### src/common/turf_link_pkg.sv
//////////////////////////////////////////////////////////////////////
// TURFIO link streams and register bridge definitions
//////////////////////////////////////////////////////////////////////
package turf_link_pkg;

    localparam int NUM_LINKS = 4;

    // Link number, carried on tdest
    typedef logic [1:0] link_idx_t;
    typedef logic [NUM_LINKS-1:0] link_mask_t;
    // Register address inside one link
    typedef logic [12:0] link_addr_t;

    // Link number sits just above the link address
    localparam int LINK_IDX_LSB = 13;

    typedef enum logic [1:0] {
        BRIDGE_NONE   = 2'd0,
        BRIDGE_AURORA = 2'd1,
        BRIDGE_RSVD2  = 2'd2,
        BRIDGE_RSVD3  = 2'd3
    } bridge_type_e;

    // One bridge_type_e field per link, link 0 in the low bits
    typedef logic [2*NUM_LINKS-1:0] bridge_types_t;

    // Bit 31 write flag, bits 12:0 link address
    typedef logic [31:0] cmd_word_t;

    localparam int BRIDGE_TIMEOUT_CYCLES = 64;
    localparam logic [31:0] BAD_READ_WORD = 32'hFFFFFFFF;

endpackage

### src/common/turf_reg_pkg.sv
//////////////////////////////////////////////////////////////////////
// Register bus widths, address map and identity words
//////////////////////////////////////////////////////////////////////
package turf_reg_pkg;

    // Word address and data on the register bus
    typedef logic [15:0] reg_addr_t;
    typedef logic [31:0] reg_data_t;

    // Set in the address for crate space, clear for ID/control space
    localparam int CRATE_SPACE_BIT = 15;

    // ID/control space word addresses
    localparam reg_addr_t ID_ADDR_IDENT       = 16'd0;
    localparam reg_addr_t ID_ADDR_DATEVER     = 16'd1;
    localparam reg_addr_t ID_ADDR_BRIDGE_TYPE = 16'd2;
    localparam reg_addr_t ID_ADDR_ERR_STATUS  = 16'd3;

    // ASCII "TURF"
    localparam reg_data_t IDENT_WORD = 32'h54555246;

    // Major, minor, revision
    localparam logic [15:0] FW_VERSION = {4'd0, 4'd6, 8'd10};
    localparam logic [14:0] FW_DATE    = 15'h0A5C;
    localparam logic        FW_REV_B   = 1'b1;
    localparam reg_data_t DATEVERSION_WORD = {FW_REV_B, FW_DATE, FW_VERSION};

    // Cycles from sampled request to ack in ID space
    localparam int ID_ACK_CYCLES = 2;

endpackage

### src/crate_bridge/cmd_framer.sv
`timescale 1ns/1ps
module cmd_framer (
    input  logic                       ps_clk,
    input  logic                       reset_i,
    input  logic                       start_i,
    input  logic                       we_i,
    input  turf_link_pkg::link_idx_t   link_i,
    input  turf_link_pkg::link_addr_t  addr_i,
    input  turf_reg_pkg::reg_data_t    wdata_i,
    output logic                       done_o,
    output logic                       cmd_valid_o,
    input  logic                       cmd_ready_i,
    output turf_reg_pkg::reg_data_t    cmd_data_o,
    output turf_link_pkg::link_idx_t   cmd_dest_o,
    output logic                       cmd_last_o
);

    turf_link_pkg::cmd_word_t cmd_word;
    turf_reg_pkg::reg_data_t  data_word;
    // Writes carry a data word after the command
    logic                     two_words;
    // Second word on the bus
    logic                     phase;
    logic                     xfer;

    assign xfer = cmd_valid_o && cmd_ready_i;

    always_ff @(posedge ps_clk) begin
        if (reset_i) begin
            cmd_valid_o <= 1'b0;
            phase       <= 1'b0;
        end else if (start_i) begin
            cmd_valid_o <= 1'b1;
            phase       <= 1'b0;
        end else if (xfer) begin
            if (cmd_last_o) begin
                cmd_valid_o <= 1'b0;
            end else begin
                phase <= 1'b1;
            end
        end
    end

    always_ff @(posedge ps_clk) begin
        if (start_i) begin
            // Write flag on top, link address in the low bits
            cmd_word   <= {we_i, 18'd0, addr_i};
            data_word  <= wdata_i;
            two_words  <= we_i;
            cmd_dest_o <= link_i;
        end
    end

    assign cmd_data_o = phase ? data_word : cmd_word;
    assign cmd_last_o = phase || !two_words;
    assign done_o     = xfer && cmd_last_o;

endmodule

### src/crate_bridge/crate_bridge.sv
`timescale 1ns/1ps
module crate_bridge (
    input  logic                         ps_clk,
    input  logic                         reset_i,
    input  logic                         start_i,
    input  logic                         we_i,
    input  turf_reg_pkg::reg_addr_t      addr_i,
    input  turf_reg_pkg::reg_data_t      wdata_i,
    output logic                         done_o,
    output turf_reg_pkg::reg_data_t      rdata_o,
    input  turf_link_pkg::bridge_types_t bridge_types_i,
    input  turf_link_pkg::link_mask_t    link_up_i,
    output turf_link_pkg::link_mask_t    timeout_o,
    output turf_link_pkg::link_mask_t    invalid_o,
    output logic                         cmd_valid_o,
    input  logic                         cmd_ready_i,
    output turf_reg_pkg::reg_data_t      cmd_data_o,
    output turf_link_pkg::link_idx_t     cmd_dest_o,
    output logic                         cmd_last_o,
    input  logic                         resp_valid_i,
    output logic                         resp_ready_o,
    input  turf_reg_pkg::reg_data_t      resp_data_i
);

    typedef enum logic [1:0] {
        ST_IDLE,
        ST_SEND,
        ST_WAIT,
        ST_REPLY
    } state_t;

    state_t                      state;
    turf_link_pkg::link_idx_t    link;
    turf_link_pkg::link_idx_t    link_q;
    turf_link_pkg::bridge_type_e link_type;
    logic                        access_ok;
    logic                        framer_start;
    logic                        framer_done;
    logic [$clog2(turf_link_pkg::BRIDGE_TIMEOUT_CYCLES)-1:0] timer;

    //////////////////////////////////////////////////////////////////////
    // Access check
    //////////////////////////////////////////////////////////////////////

    assign link = turf_link_pkg::link_idx_t'(addr_i >> turf_link_pkg::LINK_IDX_LSB);
    assign link_type = turf_link_pkg::bridge_type_e'(
        bridge_types_i[link*$bits(turf_link_pkg::bridge_type_e) +:
                       $bits(turf_link_pkg::bridge_type_e)]);
    // Only Aurora links that are up take commands
    assign access_ok = (link_type == turf_link_pkg::BRIDGE_AURORA) && link_up_i[link];

    assign framer_start = (state == ST_IDLE) && start_i && access_ok;

    //////////////////////////////////////////////////////////////////////
    // Bridge FSM
    //////////////////////////////////////////////////////////////////////

    always_ff @(posedge ps_clk) begin
        if (reset_i) begin
            state     <= ST_IDLE;
            timer     <= '0;
            timeout_o <= '0;
            invalid_o <= '0;
        end else begin
            timeout_o <= '0;
            invalid_o <= '0;
            case (state)
                ST_IDLE: begin
                    if (start_i) begin
                        if (access_ok) begin
                            state <= ST_SEND;
                        end else begin
                            invalid_o <= turf_link_pkg::link_mask_t'(1) << link;
                            state     <= ST_REPLY;
                        end
                    end
                end
                ST_SEND: begin
                    // Timeout starts at the last command word
                    timer <= '0;
                    if (framer_done) begin
                        state <= ST_WAIT;
                    end
                end
                ST_WAIT: begin
                    if (resp_valid_i) begin
                        state <= ST_REPLY;
                    end else if (timer == turf_link_pkg::BRIDGE_TIMEOUT_CYCLES - 1) begin
                        timeout_o <= turf_link_pkg::link_mask_t'(1) << link_q;
                        state     <= ST_REPLY;
                    end else begin
                        timer <= timer + 1'b1;
                    end
                end
                default: begin
                    state <= ST_IDLE;
                end
            endcase
        end
    end

    // Reply word and latched link
    always_ff @(posedge ps_clk) begin
        if (state == ST_IDLE && start_i) begin
            link_q  <= link;
            rdata_o <= turf_link_pkg::BAD_READ_WORD;
        end else if (state == ST_WAIT && resp_valid_i) begin
            rdata_o <= resp_data_i;
        end
    end

    assign done_o       = (state == ST_REPLY);
    assign resp_ready_o = (state == ST_WAIT);

    cmd_framer cmd_framer_inst (
        .ps_clk      (ps_clk),
        .reset_i     (reset_i),
        .start_i     (framer_start),
        .we_i        (we_i),
        .link_i      (link),
        .addr_i      (turf_link_pkg::link_addr_t'(addr_i)),
        .wdata_i     (wdata_i),
        .done_o      (framer_done),
        .cmd_valid_o (cmd_valid_o),
        .cmd_ready_i (cmd_ready_i),
        .cmd_data_o  (cmd_data_o),
        .cmd_dest_o  (cmd_dest_o),
        .cmd_last_o  (cmd_last_o)
    );

endmodule

### src/source/id_ctrl.sv
`timescale 1ns/1ps
module id_ctrl (
    input  logic                         ps_clk,
    input  logic                         reset_i,
    input  logic                         start_i,
    input  logic                         we_i,
    input  turf_reg_pkg::reg_addr_t      addr_i,
    input  turf_reg_pkg::reg_data_t      wdata_i,
    output logic                         done_o,
    output turf_reg_pkg::reg_data_t      rdata_o,
    output turf_link_pkg::bridge_types_t bridge_types_o,
    input  turf_link_pkg::link_mask_t    timeout_i,
    input  turf_link_pkg::link_mask_t    invalid_i
);

    turf_link_pkg::bridge_types_t bridge_types;
    turf_link_pkg::link_mask_t    err_timeout;
    turf_link_pkg::link_mask_t    err_invalid;
    turf_link_pkg::link_mask_t    clr_timeout;
    turf_link_pkg::link_mask_t    clr_invalid;
    turf_reg_pkg::reg_data_t      read_word;
    logic                         wr_bridge;
    logic                         wr_err;

    assign wr_bridge = start_i && we_i && (addr_i == turf_reg_pkg::ID_ADDR_BRIDGE_TYPE);
    assign wr_err    = start_i && we_i && (addr_i == turf_reg_pkg::ID_ADDR_ERR_STATUS);

    // Write 1 to clear, timeouts low nibble and invalids above
    assign clr_timeout = wr_err ? wdata_i[turf_link_pkg::NUM_LINKS-1:0] : '0;
    assign clr_invalid = wr_err ?
                         wdata_i[2*turf_link_pkg::NUM_LINKS-1:turf_link_pkg::NUM_LINKS] : '0;

    always_comb begin
        case (addr_i)
            turf_reg_pkg::ID_ADDR_IDENT:       read_word = turf_reg_pkg::IDENT_WORD;
            turf_reg_pkg::ID_ADDR_DATEVER:     read_word = turf_reg_pkg::DATEVERSION_WORD;
            turf_reg_pkg::ID_ADDR_BRIDGE_TYPE: read_word = turf_reg_pkg::reg_data_t'(bridge_types);
            turf_reg_pkg::ID_ADDR_ERR_STATUS:  begin
                read_word = turf_reg_pkg::reg_data_t'({err_invalid, err_timeout});
            end
            default:                           read_word = '0;
        endcase
    end

    always_ff @(posedge ps_clk) begin
        if (reset_i) begin
            done_o       <= 1'b0;
            bridge_types <= {turf_link_pkg::NUM_LINKS{turf_link_pkg::BRIDGE_NONE}};
            err_timeout  <= '0;
            err_invalid  <= '0;
        end else begin
            done_o <= start_i;
            if (wr_bridge) begin
                bridge_types <= wdata_i[$bits(turf_link_pkg::bridge_types_t)-1:0];
            end
            // A new error in the clearing cycle stays set
            err_timeout <= (err_timeout & ~clr_timeout) | timeout_i;
            err_invalid <= (err_invalid & ~clr_invalid) | invalid_i;
        end
    end

    always_ff @(posedge ps_clk) begin
        if (start_i) begin
            rdata_o <= read_word;
        end
    end

    assign bridge_types_o = bridge_types;

endmodule

### src/source/reg_intercon.sv
`timescale 1ns/1ps
module reg_intercon (
    input  logic                    ps_clk,
    input  logic                    reset_i,
    input  logic                    req_valid_i,
    input  logic                    req_we_i,
    input  turf_reg_pkg::reg_addr_t req_addr_i,
    input  turf_reg_pkg::reg_data_t req_wdata_i,
    output logic                    ack_o,
    output turf_reg_pkg::reg_data_t rdata_o,
    output logic                    id_start_o,
    output logic                    crate_start_o,
    output logic                    acc_we_o,
    output turf_reg_pkg::reg_addr_t acc_addr_o,
    output turf_reg_pkg::reg_data_t acc_wdata_o,
    input  logic                    id_done_i,
    input  logic                    crate_done_i,
    input  turf_reg_pkg::reg_data_t id_rdata_i,
    input  turf_reg_pkg::reg_data_t crate_rdata_i
);

    // Access accepted, held until the master drops its request
    logic busy;
    // Waiting on the selected block's done
    logic pending;
    logic sel_crate;
    logic accept;

    assign accept = req_valid_i && !busy;

    always_ff @(posedge ps_clk) begin
        if (reset_i) begin
            busy          <= 1'b0;
            pending       <= 1'b0;
            id_start_o    <= 1'b0;
            crate_start_o <= 1'b0;
        end else begin
            id_start_o    <= 1'b0;
            crate_start_o <= 1'b0;
            if (accept) begin
                busy    <= 1'b1;
                pending <= 1'b1;
                if (req_addr_i[turf_reg_pkg::CRATE_SPACE_BIT]) begin
                    crate_start_o <= 1'b1;
                end else begin
                    id_start_o <= 1'b1;
                end
            end else if (ack_o) begin
                pending <= 1'b0;
            end else if (!req_valid_i && !pending) begin
                busy <= 1'b0;
            end
        end
    end

    // Access payload, held for the whole transaction
    always_ff @(posedge ps_clk) begin
        if (accept) begin
            sel_crate   <= req_addr_i[turf_reg_pkg::CRATE_SPACE_BIT];
            acc_we_o    <= req_we_i;
            acc_addr_o  <= req_addr_i;
            acc_wdata_o <= req_wdata_i;
        end
    end

    assign ack_o   = pending && (sel_crate ? crate_done_i : id_done_i);
    assign rdata_o = sel_crate ? crate_rdata_i : id_rdata_i;

endmodule

### src/source/turf_regbridge_top.sv
`timescale 1ns/1ps
module turf_regbridge_top (
    input  logic                      ps_clk,
    input  logic                      reset_i,
    // Register bus from the processing system
    input  logic                      req_valid_i,
    input  logic                      req_we_i,
    input  turf_reg_pkg::reg_addr_t   req_addr_i,
    input  turf_reg_pkg::reg_data_t   req_wdata_i,
    output logic                      ack_o,
    output turf_reg_pkg::reg_data_t   rdata_o,
    // Link status
    input  turf_link_pkg::link_mask_t link_up_i,
    // Command stream toward the links
    output logic                      cmd_valid_o,
    input  logic                      cmd_ready_i,
    output turf_reg_pkg::reg_data_t   cmd_data_o,
    output turf_link_pkg::link_idx_t  cmd_dest_o,
    output logic                      cmd_last_o,
    // Response stream from the links
    input  logic                      resp_valid_i,
    output logic                      resp_ready_o,
    input  turf_reg_pkg::reg_data_t   resp_data_i
);

    logic                         id_start;
    logic                         crate_start;
    logic                         acc_we;
    turf_reg_pkg::reg_addr_t      acc_addr;
    turf_reg_pkg::reg_data_t      acc_wdata;
    logic                         id_done;
    logic                         crate_done;
    turf_reg_pkg::reg_data_t      id_rdata;
    turf_reg_pkg::reg_data_t      crate_rdata;
    turf_link_pkg::bridge_types_t bridge_types;
    turf_link_pkg::link_mask_t    bridge_timeout;
    turf_link_pkg::link_mask_t    bridge_invalid;

    reg_intercon reg_intercon_inst (
        .ps_clk        (ps_clk),
        .reset_i       (reset_i),
        .req_valid_i   (req_valid_i),
        .req_we_i      (req_we_i),
        .req_addr_i    (req_addr_i),
        .req_wdata_i   (req_wdata_i),
        .ack_o         (ack_o),
        .rdata_o       (rdata_o),
        .id_start_o    (id_start),
        .crate_start_o (crate_start),
        .acc_we_o      (acc_we),
        .acc_addr_o    (acc_addr),
        .acc_wdata_o   (acc_wdata),
        .id_done_i     (id_done),
        .crate_done_i  (crate_done),
        .id_rdata_i    (id_rdata),
        .crate_rdata_i (crate_rdata)
    );

    id_ctrl id_ctrl_inst (
        .ps_clk         (ps_clk),
        .reset_i        (reset_i),
        .start_i        (id_start),
        .we_i           (acc_we),
        .addr_i         (acc_addr),
        .wdata_i        (acc_wdata),
        .done_o         (id_done),
        .rdata_o        (id_rdata),
        .bridge_types_o (bridge_types),
        .timeout_i      (bridge_timeout),
        .invalid_i      (bridge_invalid)
    );

    crate_bridge crate_bridge_inst (
        .ps_clk         (ps_clk),
        .reset_i        (reset_i),
        .start_i        (crate_start),
        .we_i           (acc_we),
        .addr_i         (acc_addr),
        .wdata_i        (acc_wdata),
        .done_o         (crate_done),
        .rdata_o        (crate_rdata),
        .bridge_types_i (bridge_types),
        .link_up_i      (link_up_i),
        .timeout_o      (bridge_timeout),
        .invalid_o      (bridge_invalid),
        .cmd_valid_o    (cmd_valid_o),
        .cmd_ready_i    (cmd_ready_i),
        .cmd_data_o     (cmd_data_o),
        .cmd_dest_o     (cmd_dest_o),
        .cmd_last_o     (cmd_last_o),
        .resp_valid_i   (resp_valid_i),
        .resp_ready_o   (resp_ready_o),
        .resp_data_i    (resp_data_i)
    );

endmodule

### config.mk
export PLATFORM = sky130hd
export DESIGN_NAME = turf_regbridge_top
export DESIGN_NICKNAME = d
export VERILOG_FILES = /design/src/common/turf_link_pkg.sv /design/src/common/turf_reg_pkg.sv /design/src/crate_bridge/cmd_framer.sv /design/src/crate_bridge/crate_bridge.sv /design/src/source/id_ctrl.sv /design/src/source/reg_intercon.sv /design/src/source/turf_regbridge_top.sv
export SDC_FILE = /design/constraint.sdc
export NUM_CORES = 1
export LEC_CHECK = 0
export BUFFER_PORTS_ARGS = -buffer_cell sky130_fd_sc_hd__clkbuf_2
export CAP_MARGIN = 20
export CORE_MARGIN = 4
export CORE_UTILIZATION = 55
export DETAILED_ROUTE_END_ITERATION = 12
export HOLD_SLACK_MARGIN = 0.1
export PLACE_DENSITY = 0.8
export SLEW_MARGIN = 20
export SYNTH_ARGS = -nofsm -noshare
export SYNTH_HDL_FRONTEND = slang
export SYNTH_HIERARCHICAL = 1
export SYNTH_SLANG_ARGS = --single-unit
export TNS_END_PERCENT = 100
### constraint.sdc
create_clock -name ps_clk -period 8.85 [get_ports ps_clk]
set_input_delay 0.4425 -clock ps_clk [delete_from_list [all_inputs] [get_ports ps_clk]]
set_output_delay 0.4425 -clock ps_clk [all_outputs]
set_load 0.005 [all_outputs]
# After elaboration in Yosys (flattened, before gate mapping)
# Cells that the tools add are included.
op_classes:
  addsub: 1
  magnitude_cmp: 1
  n_eq_ne: 14
  shift: 3
  muxes: 27
  n_bitwise: 12
  reduce_logical: 33
op_table:
  columns: ["operator", "count"]
  rows:
  - ["case mux 32 bit (4 select lines)", 1]
  - ["2-to-1 mux 32 bit", 2]
  - ["equality test 16 x 2 -> 1 bit (second input constant)", 2]
  - ["equality test 16 x 1 -> 1 bit (second input constant)", 1]
  - ["zero test 16 bit", 1]
  - ["logical AND 1 bit", 12]
  - ["2-to-1 mux 1 bit", 12]
  - ["2-to-1 mux 6 bit", 2]
  - ["case mux 6 bit (2 select lines)", 1]
  - ["2-to-1 mux 2 bit", 5]
  - ["nonzero test 2 bit", 5]
  - ["AND 4 bit", 2]
  - ["2-to-1 mux 4 bit", 2]
  - ["inequality test 2 bit (second input constant)", 4]
  - ["NOT 4 bit", 2]
  - ["OR 4 bit", 2]
  - ["OR reduction 4 bit", 2]
  - ["variable part select 8 x 4 -> 2 bit", 1]
  - ["<< shifter 1 x 2 -> 4 bit (first input constant)", 2]
  - ["adder 6 x 1 -> 6 bit (second input constant)", 1]
  - ["equality test 6 bit (second input constant)", 1]
  - ["NOT 1 bit", 6]
  - ["case mux 2 bit (3 select lines)", 1]
  - ["AND reduction 2 bit", 3]
  - ["11 further kinds", 18]
word_totals:
  ff_bits: 204
  in_bits: 90
  word_cells: 116

# Longest topological paths before layout
# Gate-level depths: netlist (run 1).
logic_depth:
  ltp_word: 6
  mapped_depth: 8

# Cells and area by module
# Netlist (run 1), hierarchy kept.
by_module_without_submodules:
  columns: ["mod", "n_inst", "cells_per_inst", "area_each_um2", "seq_area_each_um2"]
  rows:
  - ["reg_intercon", 1, 101, 2147.1, 1551.5]
  - ["crate_bridge", 1, 233, 1978.1, 1021.0]
  - ["cmd_framer", 1, 94, 1879.3, 1481.4]
  - ["id_ctrl", 1, 142, 1442.6, 670.6]

# Worst setup path after synthesis (run 1)
# OpenSTA, ideal clock, no wires.
synth_timing:
  path_kind: "input to register"
  start: "in req_valid_i"
  end: "reg reg_intercon_inst.acc_addr_o[0], enable pin"
  arrival_ps: 2616
  required_time_ps: 8389
  setup_slack_ps: 5772
  path_stages: 1
  n_path_buf: 0
  cell_sequence: "nor2b_1"
synth_between:
  elab_chain_len: 1
synth_rtl:
  columns: ["item", "line", "rtl"]
  rows:
  - ["start: declaration", "turf_regbridge_top.sv:6", "input logic req_valid_i,"]
  - ["logical AND 1 bit", "reg_intercon.sv:29", "assign accept = req_valid_i && !busy;"]
  - ["end signal: assignment", "reg_intercon.sv:61", "acc_addr_o <= req_addr_i;"]
  - ["end: declaration", "reg_intercon.sv:14", "output turf_reg_pkg::reg_addr_t acc_addr_o,"]
# Every way passes these cells.
# A chain may end at the register's enable or synchronous reset.

# Worst setup path in the final report (run 1)
layout_timing:
  start: "reg crate_bridge_inst.state[0]"
  end: "reg crate_bridge_inst.cmd_framer_inst.cmd_valid_o"
layout_between:
  elab_chain_len: 5
  word_cells_on_any_way: 7
  cone_classes: "mux (1); reduce/logical (6)"
layout_rtl:
  columns: ["item", "line", "rtl"]
  rows:
  - ["start: declaration", "crate_bridge.sv:32", "state_t state;"]
  - ["start signal: assignment", "crate_bridge.sv:60", "state <= ST_IDLE;"]
  - ["start signal: assignment", "crate_bridge.sv:71", "state <= ST_SEND;"]
  - ["start signal: assignment", "crate_bridge.sv:74", "state <= ST_REPLY;"]
  - ["zero test 2 bit *", "crate_bridge.sv:52", "assign framer_start = (state == ST_IDLE) && start_i && access_ok;"]
  - ["logical AND 1 bit * (2 in a row)", "crate_bridge.sv:52", null]
  - ["via crate_bridge_inst.framer_start", "crate_bridge.sv:37", "logic framer_start;"]
  - ["nonzero test 2 bit (no source line)", null, null]
  - ["AND reduction 2 bit (no source line)", null, null]
  - ["end signal: assignment", "cmd_framer.sv:30", "cmd_valid_o <= 1'b0;"]
  - ["end signal: assignment", "cmd_framer.sv:33", "cmd_valid_o <= 1'b1;"]
  - ["end signal: assignment", "cmd_framer.sv:37", "cmd_valid_o <= 1'b0;"]
  - ["end: declaration", "cmd_framer.sv:11", "output logic cmd_valid_o,"]
# The timed path passes the listed nets; every way through them passes the cells marked *.

==> results of run 1 <==
per-stage QoR:
step / util (%) / area, sq um
3_3_place_gp: 61.6 / 8160
6_report: 66.0 / 8740
2_1_floorplan: - / 7480
3_5_place_dp: 61.6 / 8160
4_1_cts: 65.9 / 8730
5_1_grt: 66.0 / 8740
synthesized netlist by cell type (3+ instances only):
library cell,instances,area (sq um)
a311oi_1,9,78.8
and2_1,23,144
mux2_2,3,33.8
clkbuf_1,12,45.0
edfxtp_1,110,3300
a22o_1,4,35.0
nor3_1,3,15.0
mux2i_1,3,30.0
inv_1,9,33.8
buf_6,9,101
and3_1,7,43.8
mux2_4,40,601
o21ai_0,11,55.1
buf_1,3,11.3
ha_1,5,62.6
nor2_1,29,109
dfxtp_1,71,1420
nor4_4,3,63.8
nand3_1,44,220
buf_4,23,173
xor2_1,4,35.0
nand2_1,72,270
nor4_1,4,25.0
nor2b_1,12,75.1
a21oi_1,13,65.1
final cells by class:
type	instances	area [sq um]
sequential	181	4720
fill	977	4500
multi-input combinational	336	2360
timing repair buffer	162	818
clock buffer	25	527
tap	176	220
inverter	11	46.3
clock inverter	7	42.5
cells by family after synthesis:
group                    Yosys count
AO/OA/AOI/OAI                     53
AND/OR/NAND/NOR                  217
multiplexers                      48
adder cells (fa/ha/maj)            5
flip-flops                       181
other                              1
XOR/XNOR                           4
buffers and inverters             61
metal layers:
layer | track usage [%] | vias up | part of all wire, %
li1 | - | 2294 | -
met1 | 23.2 | 2306 | 40
met2 | 33.7 | 211 | 49
met3 | 6.86 | 30 | 8.2
met4 | 7.80 | 0 | 2.6
met5 | 0 | - | 0
flip-flops by register name (all words and copies together) (netlist names), 2 cells and up:
name                                          count
crate_bridge_inst/cmd_framer_inst/data_word      32
crate_bridge_inst/rdata_o                        32
reg_intercon_inst/acc_wdata_o                    32
reg_intercon_inst/acc_addr_o                     16
crate_bridge_inst/cmd_framer_inst/cmd_word       13
id_ctrl_inst/rdata_o                             11
id_ctrl_inst/bridge_types_o                       8
crate_bridge_inst/timer                           6
crate_bridge_inst/invalid_o                       4
crate_bridge_inst/timeout_o                       4
id_ctrl_inst/err_invalid                          4
id_ctrl_inst/err_timeout                          4
crate_bridge_inst/cmd_framer_inst/cmd_dest_o      2
crate_bridge_inst/link_q                          2
crate_bridge_inst/state                           2
power breakdown:
group          internal, mW  switching, mW  total [mW]
clock network         0.413          0.289       0.702
logic                 0.170          0.165       0.335
registers             0.995         0.0551        1.05
final timing paths:
path | depth (start not counted) | endpoint | from
setup / recovery | 7 | crate_bridge_inst/cmd_framer_inst/cmd_valid_o | crate_bridge_inst/state[0]
setup reg to reg | 7 | crate_bridge_inst/cmd_framer_inst/cmd_valid_o | crate_bridge_inst/state[0]
hold / removal | 1 | reg_intercon_inst/acc_wdata_o[19] | req_wdata_i[19]
hold reg to reg | 0 | crate_bridge_inst/cmd_framer_inst/data_word[30] | reg_intercon_inst/acc_wdata_o[30]
==> flow_summary.ini, run 1 <==
[logic_synthesis]
synth_top_family_by_area = simple AND/OR/NAND/NOR gates
synth_xor_area_share_pct = 0.470
yosys_most_used_dff = edfxtp_1
yosysWarnings = 6
synthSimpleGateAreaFrac_pct = 15.4
synthCells = 570
synth-edff-count = 110
synth.avg_cell_area_sq_um = 13.1
synth-seq-area-share_pct = 63.4
ys_seq_elements = 181
synth_fa_ha_area_share_pct = 0.840
muxShareOfSynthArea_pct = 9.22
synth_cell_types = 61
ys_async_sr_fraction_pct = 0
synth_compound_area_share_pct = 5.14
syn-cell-area_sq_um = 7450

[clock_tree]
htree_levels = 4
cts_buffer_depth = 2
post_cts_buffers = 0
path_clk_slew_ns = 0.06
cts.sinks = 181
cts_resized = 0
tritoncts = done
hold_buffers = 0
cts_buffers = 17
cts-root-buf = clkbuf_16
insertion_delay_ns = 0.42

[sta]
tightest_slew_ns = 1.03
fin_crit_ns = 2.53
finalHoldViolCount = 0
tns_ns = 0
final_max_slew_viol_count = 0
whs_ns = 0.192
setup_violations = 0
rsz0062_at_grt = false
fmax_ghz = 0.395
fin_crit_sh_pct = 28.6
clock_skew_ns = 0.00783
max-slew-margin-rel_pct = 31.5
fin_ws_ns = 6.32

[drt]
ant_nets = 0
routedWlPerCell_um = 17.0
dr.pass1.iters = 5
drt-total-wl_um = 15200
num_vias = 4841
viasPerCell = 5.39
dr.first_iter.drc_count = 298
drc_errors = 0

[status]
status = finished clean

[setup_path]
worst-path-buf-inv = 2
cpPeakStageDelay_ns = 0.66
worstSetupPathType = reg2reg
critPathTopFamily = simple AND/OR/NAND/NOR gates
crit_fanout = 51
cp.required_ns = 9.18
startpoint_type = flip-flop
path_cells = inv_1 -> ha_1 -> nand2_2 -> inv_1 -> and3_4 -> nor2_1 -> a311oi_2
crit_top_cell = inv_1
arrival_ns = 2.86
reg2reg_slack_ns = 6.32
worst_setup_path_end_kind = flip-flop
slowest_stage = and3_4

[power_and_ir_drop]
power_density_nw_per_um2 = 239
finalPower_mw = 2.09
vdd_drop_max_uv = 180
p_leak_nw = 3.66

[floorplanning]
dieArea_sq_um = 15500
ios = 160
die_h_um = 124
fp.coreArea_sq_um = 13200
num_rows = 42
chipWidth_um = 124
start_util_pct = 56.2

[final_layout]
final_common_cell = clkbuf_2
fin_nets = 804
final_cells = 898
antenna_cells = 0
drive_above_1_share_pct = 34.9
syn2layout_area_growth_pct = 17.4
final_cell_mix = clkbuf_2 (159), edfxtp_1 (110), nand2_1 (71), dfxtp_1 (71), nand3_1 (44)

[global_route]
grt_overflow = 0
antenna_found_initial = 0
grt_pass1_wl_um = 24400
grtUsageTotal_pct = 19.9
grt_pass1_vias = 4994
grt_max_degree = 52

[place]
place.gp.congestion = 0.846
place_ws_ns = 5.66
dp_cells = 866
dp_hpwl_um = 10900
numPortBuffers = 159

[worst_hold_path]
worstHoldPathType = in2reg

[job]
maxCapViolations = 0
No activity file was read; power rests on OpenSTA's default activity.
==> run 2, diff against run 1 <==
Settings changed: CORE_UTILIZATION 55 to 54, PLACE_DENSITY 0.8 to 0.79.
Clock period 8.85 ns to 2.4 ns, I/O delays scaled along.
==> run 2 against run 1 <==
Fmax rose by 18%. Cell count up 10%. Register-to-register slack worse by 6.1 ns. Sequential cell count unchanged. Cell area increased by 11%. Non-clock buffer count grew 92. Combinational power increased to 4.3 times the previous value. Count of clock-buffer cells in the layout decreased by 4. Critical path type unchanged.
==> flow_summary.ini, run 2 (synthesis gave the netlist of run 1 again) <==
[status]
status = finished clean

[final_layout]
final_common_cell = clkbuf_2
syn2layout_area_growth_pct = 30.5
stdcell_area_sq_um = 9720
drive_above_1_share_pct = 31.8
fin_nets = 896
reg_top3 = crate_bridge_inst/cmd_framer_inst/data_word x32, crate_bridge_inst/rdata_o x32, reg_intercon_inst/acc_wdata_o x32
fin_util_pct = 72.8
seq_area_sq_um = 4720
fill_cells = 814
multi_input_area_sq_um = 2360
final_cell_mix = clkbuf_2 (159), edfxtp_1 (110), dlygate4sd3_1 (84)
antenna_cells = 0

[place]
numPortBuffers = 159
place.gp.congestion = 0.920
dp_hpwl_um = 11400
place_area_sq_um = 8250

[global_route]
grt_max_degree = 35
grtUsageTotal_pct = 23.6
antenna_found_initial = 0
grt_pass1_wl_um = 29100
grt_overflow = 0
grt_pass1_vias = 5538

[sta]
clock_skew_ns = 0.0168
fin_crit_ns = 2.14
setup_violations = 0
final_max_slew_viol_count = 0
finalHoldViolCount = 0
fin_crit_sh_pct = 89.1
rsz0062_at_grt = false
tightest_slew_ns = 0.650
fmax_ghz = 0.468
max-slew-margin-rel_pct = 56.6
tns_ns = 0

[floorplanning]
ios = 160
dieArea_sq_um = 15700
fp.coreArea_sq_um = 13300
num_rows = 42
die_h_um = 125
chipWidth_um = 125
start_util_pct = 55.8

[setup_path]
rr_endpoint = crate_bridge_inst/cmd_framer_inst/data_word[15]
crit_fanout = 34
reg2reg_from = reg_intercon_inst/acc_addr_o[13]
worst_setup_path_end_kind = flip-flop
startpoint_type = flip-flop
r2r_cells = 4
cp.required_ns = 2.56
arrival_ns = 2.30
worstSetupPathType = reg2reg
reg2reg_slack_ns = 0.26

[clock_tree]
tritoncts = done
cts_resized = 0
insertion_delay_ns = 0.43
path_clk_slew_ns = 0.08
cts-root-buf = clkbuf_16
hold_buffers = 84
htree_levels = 4
post_cts_buffers = 0
cts.sinks = 181
cts_buffers = 17
cts_buffer_depth = 2

[worst_hold_path]
hold_path_depth = 4
hp-start = link_up_i[3]
worstHoldPathType = in2reg
min_to = crate_bridge_inst/invalid_o[3]

[drt]
viasPerCell = 5.51
dr.first_iter.drc_count = 563
dr.pass1.iters = 5
drt-total-wl_um = 18600
routedWlPerCell_um = 18.8
num_vias = 5459
ant_nets = 0
drc_errors = 0

[job]
maxCapViolations = 0

[power_and_ir_drop]
power_density_nw_per_um2 = 849
p_leak_nw = 4.07
vdd_drop_max_uv = 512
## run 2: worst max-delay path by stage
stage,cells past startpoint,start,end
finish,4,reg_intercon_inst/acc_addr_o[13],crate_bridge_inst/cmd_framer_inst/data_word[15]
global route,4,reg_intercon_inst/acc_addr_o[13],crate_bridge_inst/cmd_framer_inst/data_word[17]
CTS,4,reg_intercon_inst/acc_addr_o[13],crate_bridge_inst/cmd_framer_inst/data_word[25]
detailed placement,4,reg_intercon_inst/acc_addr_o[13],crate_bridge_inst/cmd_framer_inst/data_word[13]
global placement,4,reg_intercon_inst/acc_addr_o[13],crate_bridge_inst/cmd_framer_inst/cmd_word[4]
floorplan,5,reg_intercon_inst/acc_addr_o[13],crate_bridge_inst/cmd_framer_inst/cmd_valid_o
## run 2: critical path, cell delays in order (launching register included)
cell      delay [ns]
edfxtp_1        0.55
and4b_1         0.28
a311o_1         0.37
and3_2          0.40
buf_12          0.25
## run 2: area by class of cell
type                            count  area share [%]
Multi-Input combinational cell    336            24.2
Sequential cell                   181            48.6
Tap cell                          176            2.27
Inverter                           11           0.476
Clock buffer                       21            4.64
Timing Repair Buffer              254            18.0
Clock inverter                     11            1.80
## run 2: layer usage
layer | wire length [um] | global-route usage (%) | vias to the layer above
met2 | 9630 | 41.1 | 289
met4 | 562 | 9.82 | 0
met1 | 7150 | 28.5 | 2654
li1 | - | - | 2470
met5 | 0 | 0 | -
met3 | 1230 | 4.82 | 46
## run 2: metrics by stage
stage / hold WS [ns] / power [mW] / setup WS, ns / instances
floorplan: 0.188 / 4.76 / 0.359 / 578
finish: 0.180 / 8.25 / 0.261 / 990
global placement: 0.299 / 5.09 / 0.386 / 874
global route: 0.158 / 8.57 / 0.162 / 990
CTS: 0.143 / 8.22 / 0.304 / 990
detailed placement: 0.299 / 5.19 / 0.318 / 874
## run 2: where the power goes
group | switching [mW] | internal [mW] | total (mW)
sequential | 0.209 | 3.67 | 3.88
clock | 1.15 | 1.78 | 2.94
combinational | 0.707 | 0.729 | 1.44
total | 2.07 | 6.18 | 8.25
==> run 3, diff against run 2 <==
Settings changed: CELL_PAD_IN_SITES_DETAIL_PLACEMENT set to 0, CELL_PAD_IN_SITES_GLOBAL_PLACEMENT set to 1, CORE_UTILIZATION 54 to 43, PLACE_DENSITY 0.79 to 0.82.
==> run 3 against run 2 <==
Count of clock-buffer cells in the layout down 4. Sequential share of layout area up 0.063 points. Wire length down 9.3%. Register-to-register slack better by 0.097 ns. Highest routed layer unchanged. Die area up 24%. Critical endpoint is now id_ctrl_inst/rdata_o[7]. Combinational power down 6%. Largest cell class unchanged. First-iteration DRC count down 64%. Sequential power about the same. Core utilization down 15 points. Hold slack worse by 0.051 ns. Critical path depth up 1.
==> flow_summary.ini, run 3 (synthesis gave the netlist of run 1 again) <==
[setup_path]
slowest_stage = edfxtp_1
reg2reg_slack_ns = 0.36
arrival_ns = 2.33
startpoint_type = flip-flop
cp.required_ns = 2.69
path_cells = buf_4 -> nor4_4 -> and2_1 -> and3_1 -> a22o_1
cp-endpoint = id_ctrl_inst/rdata_o[7]
worstSetupPathType = reg2reg
critical_path.startpoint = reg_intercon_inst/acc_addr_o[13]
reg2reg_from = reg_intercon_inst/acc_addr_o[13]
rr_endpoint = id_ctrl_inst/rdata_o[7]
crit_fanout = 9
worst_setup_path_end_kind = flip-flop
cpPeakStageDelay_ns = 0.46
r2r_cells = 5

[drt]
dr.pass1.iters = 4
drc_errors = 0
routedWlPerCell_um = 16.3
drt-total-wl_um = 16800
viasPerCell = 4.95
ant_nets = 0
num_vias = 5110
dr.first_iter.drc_count = 202

[final_layout]
fill_cells = 1346
antenna_cells = 0
seq_area_sq_um = 4720
reg_top3 = crate_bridge_inst/cmd_framer_inst/data_word x32, crate_bridge_inst/rdata_o x32, reg_intercon_inst/acc_wdata_o x32
final_cell_mix = clkbuf_2 (159), edfxtp_1 (110), dlygate4sd3_1 (84)
drive_above_1_share_pct = 32.1
fin_nets = 896
fin_util_pct = 57.9
final_common_cell = clkbuf_2
syn2layout_area_growth_pct = 30.3
multi_input_area_sq_um = 2360
final_cells = 1033

[clock_tree]
cts_resized = 0
cts.sinks = 181
hold_buffers = 84
cts_buffers = 17
tritoncts = done
insertion_delay_ns = 0.43
htree_levels = 4
post_cts_buffers = 0
cts-root-buf = clkbuf_16
cts_buffer_depth = 2
path_clk_slew_ns = 0.07

[floorplanning]
start_util_pct = 44.4
dieArea_sq_um = 19500
num_rows = 47
die_h_um = 140
ios = 160
fp.coreArea_sq_um = 16800
chipWidth_um = 140

[power_and_ir_drop]
power_density_nw_per_um2 = 815
vdd_drop_max_uv = 526
finalPower_mw = 7.91
p_leak_nw = 4.04

[worst_hold_path]
worstHoldPathType = in2reg

[place]
place.gp.congestion = 0.821
numPortBuffers = 159
dp_hpwl_um = 11300
dp_cells = 918

[global_route]
grt_overflow = 0
grtUsageTotal_pct = 17.4
grt_max_degree = 35
grt_pass1_wl_um = 27200
grt_pass1_vias = 5397
antenna_found_initial = 0

[sta]
fin_crit_sh_pct = 85.1
setup_violations = 0
clock_skew_ns = 0.0111
rsz0062_at_grt = false
tns_ns = 0
final_max_slew_viol_count = 0
tightest_slew_ns = 0.692
fin_crit_ns = 2.04
whs_ns = 0.130
fmax_ghz = 0.490
finalHoldViolCount = 0
max-slew-margin-rel_pct = 53.9

[status]
status = finished clean

[job]
maxCapViolations = 0
==> run 3: metrics by stage <==
| stage | area (sq um) | setup WS, ns |
|---|---|---|
| 3_3_place_gp | 8290 | 0.481 |
| 5_1_grt | 9700 | 0.273 |
| 3_5_place_dp | 8290 | 0.397 |
| 6_report | 9700 | 0.358 |
| 2_1_floorplan | 7480 | 0.359 |
| 4_1_cts | 9700 | 0.364 |
==> run 3: how the worst min path moves through the flow <==
stage                                                         end  depth (start not counted)            start  slack (ns)
floorplan           crate_bridge_inst/cmd_framer_inst/cmd_valid_o                          1          reset_i        0.19
global placement                reg_intercon_inst/acc_wdata_o[27]                          1  req_wdata_i[27]        0.30
detailed placement              reg_intercon_inst/acc_wdata_o[29]                          1  req_wdata_i[29]        0.30
CTS                                crate_bridge_inst/invalid_o[0]                          3     link_up_i[0]        0.11
global route                       crate_bridge_inst/invalid_o[0]                          3     link_up_i[0]        0.15
finish                             crate_bridge_inst/invalid_o[0]                          3     link_up_i[0]        0.13
==> run 3: worst max-delay path, delay by kind of cell, from the launching register on <==
kind                   cells  cell delay, ns
AOI/OAI and AO/OA          1            0.15
buffers and inverters      1            0.20
DFF                        1            0.46
and+or+nand+nor            3            1.09
==> run 3: power by group <==
| group | leakage (nW) | switching, mW | internal [mW] |
|---|---|---|---|
| combinational | 2.16 | 0.633 | 0.730 |
| clock | 0.280 | 1.23 | 1.46 |
| sequential | 1.61 | 0.197 | 3.67 |
| total | 4.04 | 2.06 | 5.85 |
==> run 3: cell type report <==
cell class                      count  area share, %
Timing Repair Buffer              254           17.8
Clock inverter                     14           1.50
Clock buffer                       17           4.38
Tap cell                          220           2.84
Inverter                           11          0.477
Multi-Input combinational cell    336           24.3
Sequential cell                   181           48.7
==> run 3: layer usage <==
| layer | share of wire (%) | global-route usage (%) | vias up |
|---|---|---|---|
| met4 | 1.8 | 5.81 | 0 |
| li1 | - | - | 2471 |
| met5 | 0 | 0 | - |
| met2 | 50 | 30.3 | 199 |
| met3 | 7.9 | 5.87 | 28 |
| met1 | 40 | 20.3 | 2412 |
